===== src/design/ddr_cfg_pkg.sv =====
package ddr_cfg_pkg;

    // channel count and index width
    localparam int CHAN_NUM = 2;                                  // frame channels
    localparam int CH_W     = (CHAN_NUM > 1) ? $clog2(CHAN_NUM) : 1;

    // controller user interface widths
    localparam int ADDR_W     = 28;                               // app_addr width
    localparam int OFS_W      = 22;                               // in-page offset width
    localparam int DATA_W     = 128;                              // one ui data beat
    localparam int FIFO_CNT_W = 11;                               // external fifo fill count
    localparam int BURST_W    = 8;                                // burst length and counters

    // one command moves 8 words at 4:1 ratio, BL8
    localparam int ADDR_STEP = 8;

    // request thresholds
    localparam int RD_LOW_MARK = 5;                               // read fifo nearly empty
    localparam int WR_SLACK    = 2;                               // write fifo almost a burst

    // address map layout
    localparam int CH_BIT   = 25;                                 // channel index lsb
    localparam int PAGE_BIT = 24;                                 // ping-pong page bit

endpackage

===== src/design/ddr_ui_pkg.sv =====
package ddr_ui_pkg;

    import ddr_cfg_pkg::*;

    // arbiter states
    typedef enum logic [2:0] {
        ST_IDLE      = 3'd0,                                      // waiting for calibration
        ST_READY     = 3'd1,                                      // picking next burst
        ST_WRITE     = 3'd2,
        ST_READ      = 3'd3,
        ST_READ_WAIT = 3'd4                                       // read data still in flight
    } arb_state_e;

    // controller command codes
    typedef enum logic [2:0] {
        CMD_WRITE = 3'd0,
        CMD_READ  = 3'd1
    } ddr_cmd_e;

    // current arbiter grant
    typedef struct packed {
        logic            active;                                  // command phase live
        logic            is_read;                                 // direction of the phase
        logic [CH_W-1:0] chan;                                    // granted channel
        logic            step;                                    // command accepted this cycle
    } grant_t;

    // frame events and ping-pong pages
    typedef struct packed {
        logic [CHAN_NUM-1:0] wr_start;                            // one-cycle pulses
        logic                rd_start;
        logic [CHAN_NUM-1:0] wr_page;
        logic [CHAN_NUM-1:0] rd_page;
    } frame_evt_t;

    // external fifo fill levels
    typedef struct packed {
        logic [CHAN_NUM-1:0][FIFO_CNT_W-1:0] wfifo_rcount;        // words waiting to be written
        logic [CHAN_NUM-1:0][FIFO_CNT_W-1:0] rfifo_wcount;        // words waiting to be shown
    } fifo_level_t;

endpackage


===== src/design/ddr_frame_top.sv =====
`timescale 1ns/100ps

module ddr_frame_top
    import ddr_cfg_pkg::*;
    import ddr_ui_pkg::*;
(
    input  logic                             ui_clk,
    input  logic                             rst_n,
    input  logic                             init_calib_complete,
    input  logic                             app_rdy,
    input  logic                             app_wdf_rdy,
    input  logic                             app_rd_data_valid,
    input  logic [DATA_W-1:0]                app_rd_data,
    input  fifo_level_t                      levels,
    input  logic [CHAN_NUM-1:0]              wr_load,
    input  logic                             rd_load,
    input  logic [ADDR_W-1:0]                wr_addr_min,
    input  logic [ADDR_W-1:0]                rd_addr_min,
    input  logic [BURST_W-1:0]               wr_burst_len,
    input  logic [BURST_W-1:0]               rd_burst_len,
    output logic [ADDR_W-1:0]                app_addr,
    output logic                             app_en,
    output ddr_cmd_e                         app_cmd,
    output logic                             app_wdf_wren,
    output logic                             app_wdf_end,
    output logic [CHAN_NUM-1:0]              wfifo_rden,
    output logic [CHAN_NUM-1:0]              rfifo_wren,
    output logic [CHAN_NUM-1:0][DATA_W-1:0]  rfifo_wdata
);

    frame_evt_t evt;
    grant_t     grant;
    logic       rd_burst_done;                                    // read burst fully returned

    frame_sync frame_sync_i (
        .ui_clk  (ui_clk),
        .rst_n   (rst_n),
        .wr_load (wr_load),
        .rd_load (rd_load),
        .evt     (evt)
    );

    addr_gen addr_gen_i (
        .ui_clk      (ui_clk),
        .rst_n       (rst_n),
        .evt         (evt),
        .grant       (grant),
        .wr_addr_min (wr_addr_min),
        .rd_addr_min (rd_addr_min),
        .app_addr    (app_addr)
    );

    burst_arbiter burst_arbiter_i (
        .ui_clk              (ui_clk),
        .rst_n               (rst_n),
        .init_calib_complete (init_calib_complete),
        .app_rdy             (app_rdy),
        .app_wdf_rdy         (app_wdf_rdy),
        .levels              (levels),
        .wr_burst_len        (wr_burst_len),
        .rd_burst_len        (rd_burst_len),
        .rd_burst_done       (rd_burst_done),
        .grant               (grant),
        .app_en              (app_en),
        .app_cmd             (app_cmd),
        .app_wdf_wren        (app_wdf_wren),
        .app_wdf_end         (app_wdf_end),
        .wfifo_rden          (wfifo_rden)
    );

    rd_data_router rd_data_router_i (
        .ui_clk            (ui_clk),
        .rst_n             (rst_n),
        .evt               (evt),
        .grant             (grant),
        .rd_burst_len      (rd_burst_len),
        .app_rd_data_valid (app_rd_data_valid),
        .app_rd_data       (app_rd_data),
        .rfifo_wren        (rfifo_wren),
        .rfifo_wdata       (rfifo_wdata),
        .rd_burst_done     (rd_burst_done)
    );

endmodule


===== src/design/rd_data_router.sv =====
`timescale 1ns/100ps

module rd_data_router
    import ddr_cfg_pkg::*;
    import ddr_ui_pkg::*;
(
    input  logic                             ui_clk,
    input  logic                             rst_n,
    input  frame_evt_t                       evt,
    input  grant_t                           grant,
    input  logic [BURST_W-1:0]               rd_burst_len,
    input  logic                             app_rd_data_valid,
    input  logic [DATA_W-1:0]                app_rd_data,
    output logic [CHAN_NUM-1:0]              rfifo_wren,
    output logic [CHAN_NUM-1:0][DATA_W-1:0]  rfifo_wdata,
    output logic                             rd_burst_done
);

    logic               rd_phase_q;
    logic               phase_start;
    logic               route_en;                                 // routing target valid
    logic [CH_W-1:0]    route_chan;
    logic [BURST_W-1:0] beat_cnt;

    assign phase_start = grant.active && grant.is_read && !rd_phase_q;

    always_ff @(posedge ui_clk or negedge rst_n) begin
        if (!rst_n) begin
            rd_phase_q    <= 1'b0;
            route_en      <= 1'b0;
            route_chan    <= '0;
            beat_cnt      <= '0;
            rd_burst_done <= 1'b0;
            rfifo_wren    <= '0;
        end else begin
            rd_phase_q    <= grant.active && grant.is_read;
            rd_burst_done <= 1'b0;

            if (evt.rd_start) begin
                route_en <= 1'b0;                                 // drop stale frame data
            end else if (phase_start) begin
                route_en   <= 1'b1;
                route_chan <= grant.chan;
            end

            if (phase_start) begin
                beat_cnt <= '0;
            end else if (app_rd_data_valid) begin
                if (beat_cnt == rd_burst_len - 1'b1) begin
                    beat_cnt      <= '0;
                    rd_burst_done <= 1'b1;                        // last beat of the burst
                end else begin
                    beat_cnt <= beat_cnt + 1'b1;
                end
            end

            for (int c = 0; c < CHAN_NUM; c++) begin
                rfifo_wren[c] <= route_en && app_rd_data_valid && (route_chan == CH_W'(c));
            end
        end
    end

    // other channels see zeros
    always_ff @(posedge ui_clk) begin
        for (int c = 0; c < CHAN_NUM; c++) begin
            rfifo_wdata[c] <= (route_en && (route_chan == CH_W'(c))) ? app_rd_data : '0;
        end
    end

endmodule


===== src/design/burst_arbiter.sv =====
`timescale 1ns/100ps

module burst_arbiter
    import ddr_cfg_pkg::*;
    import ddr_ui_pkg::*;
(
    input  logic                ui_clk,
    input  logic                rst_n,
    input  logic                init_calib_complete,
    input  logic                app_rdy,
    input  logic                app_wdf_rdy,
    input  fifo_level_t         levels,
    input  logic [BURST_W-1:0]  wr_burst_len,
    input  logic [BURST_W-1:0]  rd_burst_len,
    input  logic                rd_burst_done,
    output grant_t              grant,
    output logic                app_en,
    output ddr_cmd_e            app_cmd,
    output logic                app_wdf_wren,
    output logic                app_wdf_end,
    output logic [CHAN_NUM-1:0] wfifo_rden
);

    arb_state_e          state;
    logic [CH_W-1:0]     chan_q;                                  // channel of current phase
    logic [BURST_W-1:0]  burst_cnt;                               // accepted commands
    logic [CHAN_NUM-1:0] wr_want;
    logic [CHAN_NUM-1:0] rd_want;
    logic                pick_valid;
    logic                pick_read;
    logic [CH_W-1:0]     pick_chan;
    logic                in_phase;
    logic                accept;
    logic                last_cmd;

    // who needs service
    always_comb begin
        for (int c = 0; c < CHAN_NUM; c++) begin
            wr_want[c] = (int'(levels.wfifo_rcount[c]) + WR_SLACK) >= int'(wr_burst_len);
            rd_want[c] = int'(levels.rfifo_wcount[c]) < RD_LOW_MARK;
        end
    end

    // writes first, then lowest channel
    always_comb begin
        pick_valid = (|wr_want) || (|rd_want);
        pick_read  = ~(|wr_want);
        pick_chan  = '0;
        for (int c = CHAN_NUM - 1; c >= 0; c--) begin
            if (pick_read ? rd_want[c] : wr_want[c]) begin
                pick_chan = CH_W'(c);
            end
        end
    end

    assign in_phase = (state == ST_WRITE) || (state == ST_READ);
    assign accept   = app_rdy && ((state == ST_READ) || app_wdf_rdy);
    assign last_cmd = burst_cnt == (((state == ST_READ) ? rd_burst_len : wr_burst_len) - 1'b1);

    always_ff @(posedge ui_clk or negedge rst_n) begin
        if (!rst_n) begin
            state     <= ST_IDLE;
            chan_q    <= '0;
            burst_cnt <= '0;
        end else begin
            case (state)
                ST_IDLE: begin
                    if (init_calib_complete) begin
                        state <= ST_READY;
                    end
                end
                ST_READY: begin
                    if (pick_valid) begin
                        state     <= pick_read ? ST_READ : ST_WRITE;
                        chan_q    <= pick_chan;
                        burst_cnt <= '0;
                    end
                end
                ST_WRITE, ST_READ: begin
                    if (app_en) begin
                        burst_cnt <= burst_cnt + 1'b1;
                        if (last_cmd) begin
                            state <= (state == ST_READ) ? ST_READ_WAIT : ST_READY;
                        end
                    end
                end
                ST_READ_WAIT: begin
                    if (rd_burst_done) begin
                        state <= ST_READY;                        // all beats are back
                    end
                end
                default: begin
                    state <= ST_IDLE;
                end
            endcase
        end
    end

    assign app_en       = in_phase && accept;
    assign app_wdf_wren = app_en && (state == ST_WRITE);
    assign app_wdf_end  = app_wdf_wren;                           // one beat per burst at 4:1
    assign app_cmd      = (state == ST_READ) ? CMD_READ : CMD_WRITE;

    always_comb begin
        for (int c = 0; c < CHAN_NUM; c++) begin
            wfifo_rden[c] = app_wdf_wren && (chan_q == CH_W'(c));
        end
        grant.active  = in_phase;
        grant.is_read = (state == ST_READ) || (state == ST_READ_WAIT);
        grant.chan    = chan_q;
        grant.step    = app_en;
    end

endmodule


===== src/design/addr_gen.sv =====
`timescale 1ns/100ps

module addr_gen
    import ddr_cfg_pkg::*;
    import ddr_ui_pkg::*;
(
    input  logic              ui_clk,
    input  logic              rst_n,
    input  frame_evt_t        evt,
    input  grant_t            grant,
    input  logic [ADDR_W-1:0] wr_addr_min,
    input  logic [ADDR_W-1:0] rd_addr_min,
    output logic [ADDR_W-1:0] app_addr
);

    logic [CHAN_NUM-1:0][ADDR_W-1:0] wr_ofs;
    logic [CHAN_NUM-1:0][ADDR_W-1:0] rd_ofs;
    logic                            rd_phase;
    logic                            rd_phase_q;
    logic                            rd_rewind;                   // read rewind pending
    logic                            sel_page;
    logic [OFS_W-1:0]                sel_ofs;

    assign rd_phase = grant.active && grant.is_read;

    // a read frame start waits until the arbiter is between phases
    always_ff @(posedge ui_clk or negedge rst_n) begin
        if (!rst_n) begin
            rd_phase_q <= 1'b0;
            rd_rewind  <= 1'b0;
        end else begin
            rd_phase_q <= rd_phase;
            if (evt.rd_start) begin
                rd_rewind <= 1'b1;
            end else if (rd_phase && !rd_phase_q) begin
                rd_rewind <= 1'b0;                                // new read phase took it
            end
        end
    end

    always_ff @(posedge ui_clk or negedge rst_n) begin
        if (!rst_n) begin
            wr_ofs <= '0;
            rd_ofs <= '0;
        end else begin
            for (int c = 0; c < CHAN_NUM; c++) begin
                if (grant.active && !grant.is_read && (grant.chan == CH_W'(c))) begin
                    if (grant.step) begin
                        wr_ofs[c] <= wr_ofs[c] + ADDR_W'(ADDR_STEP);
                    end
                end else if (evt.wr_start[c]) begin
                    wr_ofs[c] <= wr_addr_min;                     // new input frame
                end

                if (grant.active) begin
                    if (grant.step && grant.is_read && (grant.chan == CH_W'(c))) begin
                        rd_ofs[c] <= rd_ofs[c] + ADDR_W'(ADDR_STEP);
                    end
                end else if (rd_rewind) begin
                    rd_ofs[c] <= rd_addr_min;                     // all readers restart
                end
            end
        end
    end

    // {0, chan, page, 0, offset}
    always_comb begin
        sel_page = grant.is_read ? evt.rd_page[grant.chan] : evt.wr_page[grant.chan];
        sel_ofs  = grant.is_read ? rd_ofs[grant.chan][OFS_W-1:0]
                                 : wr_ofs[grant.chan][OFS_W-1:0];
        app_addr                 = '0;
        app_addr[CH_BIT +: CH_W] = grant.chan;
        app_addr[PAGE_BIT]       = sel_page;
        app_addr[OFS_W-1:0]      = sel_ofs;
    end

endmodule


===== src/design/frame_sync.sv =====
`timescale 1ns/100ps

module frame_sync
    import ddr_cfg_pkg::*;
    import ddr_ui_pkg::*;
(
    input  logic                ui_clk,
    input  logic                rst_n,
    input  logic [CHAN_NUM-1:0] wr_load,
    input  logic                rd_load,
    output frame_evt_t          evt
);

    logic [CHAN_NUM:0]   load_s0;                                 // rd_load sits at the msb
    logic [CHAN_NUM:0]   load_s1;
    logic [CHAN_NUM:0]   load_s2;                                 // previous synced level
    logic [CHAN_NUM:0]   start_q;                                 // rising-edge pulses
    logic [CHAN_NUM-1:0] wr_page_q;
    logic [CHAN_NUM-1:0] rd_page_q;

    // two-flop sync then registered edge detect
    always_ff @(posedge ui_clk or negedge rst_n) begin
        if (!rst_n) begin
            load_s0 <= '0;
            load_s1 <= '0;
            load_s2 <= '0;
            start_q <= '0;
        end else begin
            load_s0 <= {rd_load, wr_load};
            load_s1 <= load_s0;
            load_s2 <= load_s1;
            start_q <= load_s1 & ~load_s2;
        end
    end

    // write page flips every input frame, read page follows the other one
    always_ff @(posedge ui_clk or negedge rst_n) begin
        if (!rst_n) begin
            wr_page_q <= '1;
            rd_page_q <= '0;
        end else begin
            wr_page_q <= wr_page_q ^ start_q[CHAN_NUM-1:0];
            if (start_q[CHAN_NUM]) begin
                rd_page_q <= ~wr_page_q;                          // read the finished page
            end
        end
    end

    always_comb begin
        evt.wr_start = start_q[CHAN_NUM-1:0];
        evt.rd_start = start_q[CHAN_NUM];
        evt.wr_page  = wr_page_q;
        evt.rd_page  = rd_page_q;
    end

endmodule


===== config.mk =====
export PLATFORM = sky130hd
export DESIGN_NAME = ddr_frame_top
export DESIGN_NICKNAME = d
export VERILOG_FILES = /design/src/design/ddr_cfg_pkg.sv /design/src/design/ddr_ui_pkg.sv /design/src/design/ddr_frame_top.sv /design/src/design/rd_data_router.sv /design/src/design/burst_arbiter.sv /design/src/design/addr_gen.sv /design/src/design/frame_sync.sv
export SDC_FILE = /design/constraint.sdc
export NUM_CORES = 1
export LEC_CHECK = 0
export ABC_AREA = 1
export BUFFER_PORTS_ARGS = -buffer_cell sky130_fd_sc_hd__buf_2
export CORE_AREA = 2 2 214 216
export CTS_CLUSTER_DIAMETER = 200
export CTS_CLUSTER_SIZE = 10
export DETAILED_ROUTE_END_ITERATION = 6
export DIE_AREA = 0 0 216 218
export GPL_TIMING_DRIVEN = 0
export PLACE_DENSITY_LB_ADDON = 0.15
export SYNTH_ARGS = -nofsm -noshare
export SYNTH_HDL_FRONTEND = slang
export SYNTH_SLANG_ARGS = --single-unit

===== constraint.sdc =====
create_clock -name ui_clk -period 2 [get_ports ui_clk]
set_input_delay 0.4 -clock ui_clk [delete_from_list [all_inputs] [get_ports ui_clk]]
set_output_delay 0.4 -clock ui_clk [all_outputs]
set_load 0.01 [all_outputs]

; Yosys cells after proc, flatten, opt, wreduce, memory -nomap -nowiden
; Index checks and enable logic that the tools add are counted.
; W data, S select, Z words.
[classes]
n_reduce_logical = 42
bitwise_logic = 7
n_mux = 48
n_addsub = 10
n_mul = 0
eq_ne = 15
n_div = 0
n_lt_le_gt_ge = 5
n_shift = 0
[ops]
columns = operator, count
row1 = $mux W28, 11
row2 = $add A28 B4 Y28 const B, 4
row3 = $mux W22, 5
row4 = $ge A32 B9 Y1, 2
row5 = $mux W8, 6
row6 = $add A11 B2 Y12 const B, 2
row7 = $lt A11 B3 Y1 const B, 2
row8 = $logic_and A1 B1 Y1, 18
row9 = $mux W1, 18
row10 = $mux W3, 6
row11 = $add A8 B1 Y8 const B, 2
row12 = $eq A8 B8 Y1, 2
row13 = $pmux W8 S2, 1
row14 = $sub A8 B1 Y8 const B, 2
row15 = $ne A2 B1 Y1 const B, 6
row16 = $pmux W3 S4, 1
row17 = $reduce_and A2 Y1, 6
row18 = $reduce_bool A2 Y1, 6
row19 = $eq A3 B2 Y1 const B, 2
row20 = $ne A2 B2 Y1 const B, 3
row21 = $reduce_or A2 Y1, 3
row22 = $reduce_and A5 Y1, 1
row23 = $logic_or A1 B1 Y1, 4
row24 = $and A3 B3 Y3, 1
row25 = 10 further kinds, 13
[totals]
output_inout_bits = 294
rom_bits = 0
in_bits = 253
reg_bits = 411
elab_cells = 149
n_memories = 0
mem_bits_rw = 0
latch_bits = 0

; Depth between registers and ports, before layout
[logic_depth]
ltp_word = 8
depth_mapped = 21
mapped_depth_nobuf = 20

; By module
; A second synthesis with hierarchy kept.
[hier_totals]
hier_cells = 2203
hier_area_um2 = 16499.6
[modules_own_cells]
columns = module, cells_each, n_inst, area_per_inst_um2
row1 = rd_data_router, 821, 1, 7657.3
row2 = addr_gen, 1003, 1, 6327.3
row3 = burst_arbiter, 340, 1, 2025.7
row4 = frame_sync, 39, 1, 489.2

; Worst setup path before layout
; Ideal clock, no wire load.
[synth_path]
path_kind = input port to flip-flop
start = in levels[34] in the netlist's numbering
end = reg burst_arbiter_i.burst_cnt[2]
arrival_ps = 2244
path_stages = 17
path_buffers = 1
setup_ps = 126
path_slack_ps = -370
path_cell_list = ha_1 > nand2_1 > xnor2_1 > ha_1 > a21oi_1 > nand2_1 > nor2_1 > o21ai_0 > nor2_1 > nand2_1 > nor2_1 > nand3_1 > nand2_1 > inv_1 > nand2_1 > buf_6 > o21ai_0
[synth_via]
elab_chain_cells = 6
[synth_lines]
columns = item, line_no
row1 = "start, declared", ddr_frame_top.sv:14  ; input fifo_level_t levels,
row2 = $add A11 B2 Y12, burst_arbiter.sv:39  ; wr_want[c] = (int'(levels.wfifo_rcount[c]) + WR_SLACK) >= int'(wr_burst_len);
row3 = $ge A32 B9 Y1, burst_arbiter.sv:39
row4 = $reduce_or A2 Y1, burst_arbiter.sv:46  ; pick_valid = (|wr_want) || (|rd_want);
row5 = $logic_or A1 B1 Y1, burst_arbiter.sv:46
row6 = $ne A2 B1 Y1 (no source line), -
row7 = $reduce_and A3 Y1 (no source line), -
row8 = "end signal, assigned", burst_arbiter.sv:81  ; burst_cnt <= burst_cnt + 1'b1;
row9 = "end, declared", burst_arbiter.sv:26  ; logic [BURST_W-1:0] burst_cnt;
; No other way between the ends.
; A chain may end at the register's enable or synchronous reset.

; Worst setup path in the final report
[layout_path]
start = reg burst_arbiter_i.chan_q
end = out app_addr[11]
[layout_via]
elab_chain_cells = 3
[layout_lines]
columns = item, line_no
row1 = "start, declared", burst_arbiter.sv:25  ; logic [CH_W-1:0] chan_q;
row2 = "start signal, assigned", burst_arbiter.sv:75  ; chan_q <= pick_chan;
row3 = "$mux W22, on equally long branches (2 in a row)", "addr_gen.sv:70, addr_gen.sv:69"
row4 = $mux W22 *, addr_gen.sv:69  ; sel_ofs = grant.is_read ? rd_ofs[grant.chan][OFS_W-1:0]
row5 = "end, declared", ddr_frame_top.sv:21  ; output logic [ADDR_W-1:0] app_addr,
; Every way passes the cells marked *; elsewhere a longest branch is shown, timed or not. The select of a mux whose other input is x is not followed.

==> flow_metrics.py <==
metrics = {
    "status": {
        "status": "finished, violations left",
        "violations": "setup timing",
    },
    "global_routing": {
        "grt_pass1_wl_mm": 85.1,
        "grt_usage_pct": 23.4,
        "antenna_found_initial": 6,
        "grt_pass1_vias": 14800,
        "grt_overflow": 0,
        "grt_max_degree": 84,
    },
    "flow_run": {
        "timing.max_cap.violations": 0,
    },
    "synthesis": {
        "yosys_warnings": 0,
        "synth_area_leaders": "dfxtp_1 (32%), dfrtp_1 (20%), nor2_1 (9.3%)",
        "synth_edf_count": 0,
        "yosysMostFrequentCell": "nor2_1",
        "netlist_area_sq_mm": 0.0158,
        "avgSynthCellArea_sq_um": 7.94,
        "synthTopCellsByCount": "nor2_1 (390), nand2_1 (333), inv_1 (282), dfxtp_1 (256), o21ai_0 (164)",
        "netlist.area_leader.share_pct": 32.5,
        "synthCells": 1987,
        "async_reset_ff_share_pct": 33.3,
        "ys_seq_area_share_pct": 52.8,
        "synth_area_leader_cell": "dfxtp_1",
        "synth_flop_cell": "dfxtp_1",
        "yosysUniqueCellTypes": 49,
        "synth-seq-cells": 384,
    },
    "setup_path": {
        "crit_path_max_fanout": 10,
        "required_ns": 1.60,
        "cp_num_buf_inv": 4,
        "arrival_ns": 2.07,
        "crit_chain": "buf_6 -> buf_8 -> clkbuf_16 -> o211ai_1 -> o21ai_1 -> buf_2",
        "critPathTopFamily": "buffers and inverters",
        "crit_path_top_delay_cell": "dfrtp_2",
        "startpoint_type": "register",
        "setup.worst_path.end_class": "output port",
        "crit_type": "reg -> out",
        "cp_slowest_stage_delay_ns": 0.46,
    },
    "clock_tree": {
        "htreeDepth": 2,
        "cts_sinks": 384,
        "clockBufferDepth": 3,
        "clk_latency_ns": 0.59,
        "path_clk_slew_ns": 0.06,
        "numCtsBuffers": 44,
        "tritoncts": "yes",
        "cts-root-buf": "clkbuf_16",
    },
    "floorplanning": {
        "die_y_um": 218,
        "dieArea_sq_mm": 0.0471,
        "fp-row-count": 78,
        "core_sq_mm": 0.0449,
        "fp.dieW_um": 216,
        "io_pins": 547,
        "start_util_pct": 35.1,
    },
    "placed_design": {
        "gp_congestion": 0.917,
        "place_inst": 3121,
        "place_hpwl_mm": 43.5,
        "place_area_sq_mm": 0.0193,
        "port_buffers": 528,
        "preCtsSetupSlack_ns": -0.895,
    },
    "detailed_routing": {
        "dr_total_vias": 15600,
        "drc": 0,
        "drt_iter0_markers": 1090,
        "via_per_inst": 4.74,
        "drtPass1Iterations": 6,
        "ant_nets": 0,
        "drt_wl_total_mm": 58.2,
        "wl_per_cell_um": 17.7,
    },
    "final_layout": {
        "n_fill_cell": 4400,
        "stdcell_count": 3295,
        "multi_input_area_sq_mm": 0.00694,
        "nNetsFinal": 2954,
        "synthToLayoutAreaGrowth_pct": 44.2,
        "drive_gt1_share_pct": 35.2,
        "regArea_sq_mm": 0.00834,
        "fin_area_sq_mm": 0.0227,
    },
    "pwr": {
        "p_comb_share_pct": 44.0,
        "p_per_area_mw_per_mm2": 1400,
        "ir_drop_mv": 0.824,
        "power_frac_clock_pct": 22.8,
        "power.switching_w": 0.0131,
        "pwr-share-seq_pct": 33.2,
        "p_int_w": 0.0188,
        "power.leakage_nw": 11.8,
        "switching_share_pct": 41.0,
    },
    "timing": {
        "hold_ws_ns": 0.0379,
        "relSlewSlack_pct": 58.4,
        "grt_setup_unrepaired": "yes",
        "finalHoldViolCount": 0,
        "fin_crit_ns": 2.47,
        "maxClockFrequency_mhz": 405,
        "finalSetupViolCount": 48,
        "fin_crit_sh_pct": 123,
        "setup_tns_ns": -13.03,
        "slew_violations": 0,
        "final.setup_skew_ns": 0.0242,
        "worstMarginPinSlew_ns": 0.624,
        "setup_slack_ns": -0.469,
    },
    "worst_hold_path": {
        "hold_path.class": "in -> reg",
    },
}
## layer usage
layer | up-vias | part of all wire, % | track usage, %
met5 | - | 0.022 | 0
met4 | 2 | 2.9 | 7.74
met3 | 113 | 7.7 | 5.76
met2 | 600 | 48 | 38.7
met1 | 7332 | 42 | 29.8
li1 | 7579 | - | -
## kinds of logic after synthesis
kind of cell             count (synthesis)  share of synthesized area (%)
XOR/XNOR                                56                           3.11
adder cells (fa/ha/maj)                 26                           2.06
AO/OA/AOI/OAI                          286                           10.2
buffers and inverters                  369                           9.27
AND/OR/NAND/NOR                        863                           22.4
flip-flops                             384                           52.8
other                                    1                         0.0238
multiplexers                             2                          0.127
## registers in the layout (all words and copies together) (netlist names), 2 cells and up
register                      count
rd_data_router_i.rfifo_wdata    256
addr_gen_i.wr_ofs                44
addr_gen_i.rd_ofs                41
burst_arbiter_i.burst_cnt         8
rd_data_router_i.beat_cnt         8
burst_arbiter_i.state             3
frame_sync_i.load_s0              3
frame_sync_i.load_s1              3
frame_sync_i.load_s2              3
frame_sync_i.start_q              3
frame_sync_i.rd_page_q            2
frame_sync_i.wr_page_q            2
rd_data_router_i.rfifo_wren       2
## cell type report
class	count	area share (%)
antenna	3	0.0330
buffer	76	2.52
clock buffer	59	5.09
clock inverter	4	0.330
inverter	290	5.00
multi-input combinational	1240	30.5
sequential	384	36.7
tap	600	3.30
timing repair buffer	639	16.5
## placed cells by master (no fill, tap or decap), types with 6 or more instances in the layout
master,count
conb_1,6
dfrtp_1,121
buf_2,516
a31oi_1,22
nor2_4,22
o21ai_1,48
nand3_1,57
ha_4,6
nor2_1,358
buf_8,13
nor3_1,11
buf_4,93
xnor2_1,14
nand2_1,286
a31oi_4,6
nand2_4,13
nor2_2,18
dfxtp_1,256
clkbuf_16,48
ha_1,18
inv_1,271
buf_6,38
a21oi_2,11
nand3_2,12
o211ai_1,25
o21ai_2,24
clkbuf_1,38
clkbuf_2,11
nand2_2,40
inv_2,8
o21ai_0,93
xor2_1,41
inv_4,6
nand4_1,13
a21oi_1,30
## stage by stage
| stage | power, W | utilization, % |
|---|---|---|
| floorplan | 0.0170 | - |
| global placement | 0.0212 | 42.9 |
| detailed placement | 0.0214 | 43.0 |
| CTS | 0.0306 | 48.2 |
| global route | 0.0337 | 50.7 |
| finish | 0.0319 | 50.7 |
## power by group through the flow
stage	clock network [W]	registers (W)	logic [W]
floorplan	0	0.0106	0.00633
global placement	0	0.0106	0.0107
detailed placement	0	0.0106	0.0108
CTS	0.00746	0.0105	0.0127
global route	0.00776	0.0108	0.0152
finish	0.00727	0.0106	0.0140
## tightest hold or removal path, delay by kind of cell
kind	cells	cell delay, ns
buffers and inverters	1	0.08
and+or+nand+nor	2	0.09
## final timing paths
check,from,to,slack (ns),depth (start not counted)
min in group asynchronous,rst_n,rd_data_router_i.beat_cnt[6]$_DFFE_PN0P_,0.34,2
max in group asynchronous,rst_n,frame_sync_i.wr_page_q[1]$_DFF_PN1_,0.83,3
worst max register to register,burst_arbiter_i.state[2]$_DFFE_PN0P_,burst_arbiter_i.state[0]$_DFFE_PN0P_,-0.36,19
worst min-delay path,rd_addr_min[1],addr_gen_i.rd_ofs[1]$_DFFE_PN0P_,0.04,3
worst max-delay path,burst_arbiter_i.chan_q$_DFFE_PN0P_,app_addr[11],-0.47,6
worst min register to register,frame_sync_i.load_s0[1]$_DFF_PN0_,frame_sync_i.load_s1[1]$_DFF_PN0_,0.35,0
## repair_timing
| action | 4_1_cts | 5_1_grt |
|---|---|---|
| hold buffers | 5 | 0 |
| endpoints found under the hold margin | 49 | 0 |
| gates cloned | 4 | 2 |
| setup buffers | 65 | 39 |
| gates resized for setup | 191 | 256 |
| endpoints found under the setup margin | 132 | 204 |
| pin swaps | 44 | 85 |
(Power assumes the default switching activity.)
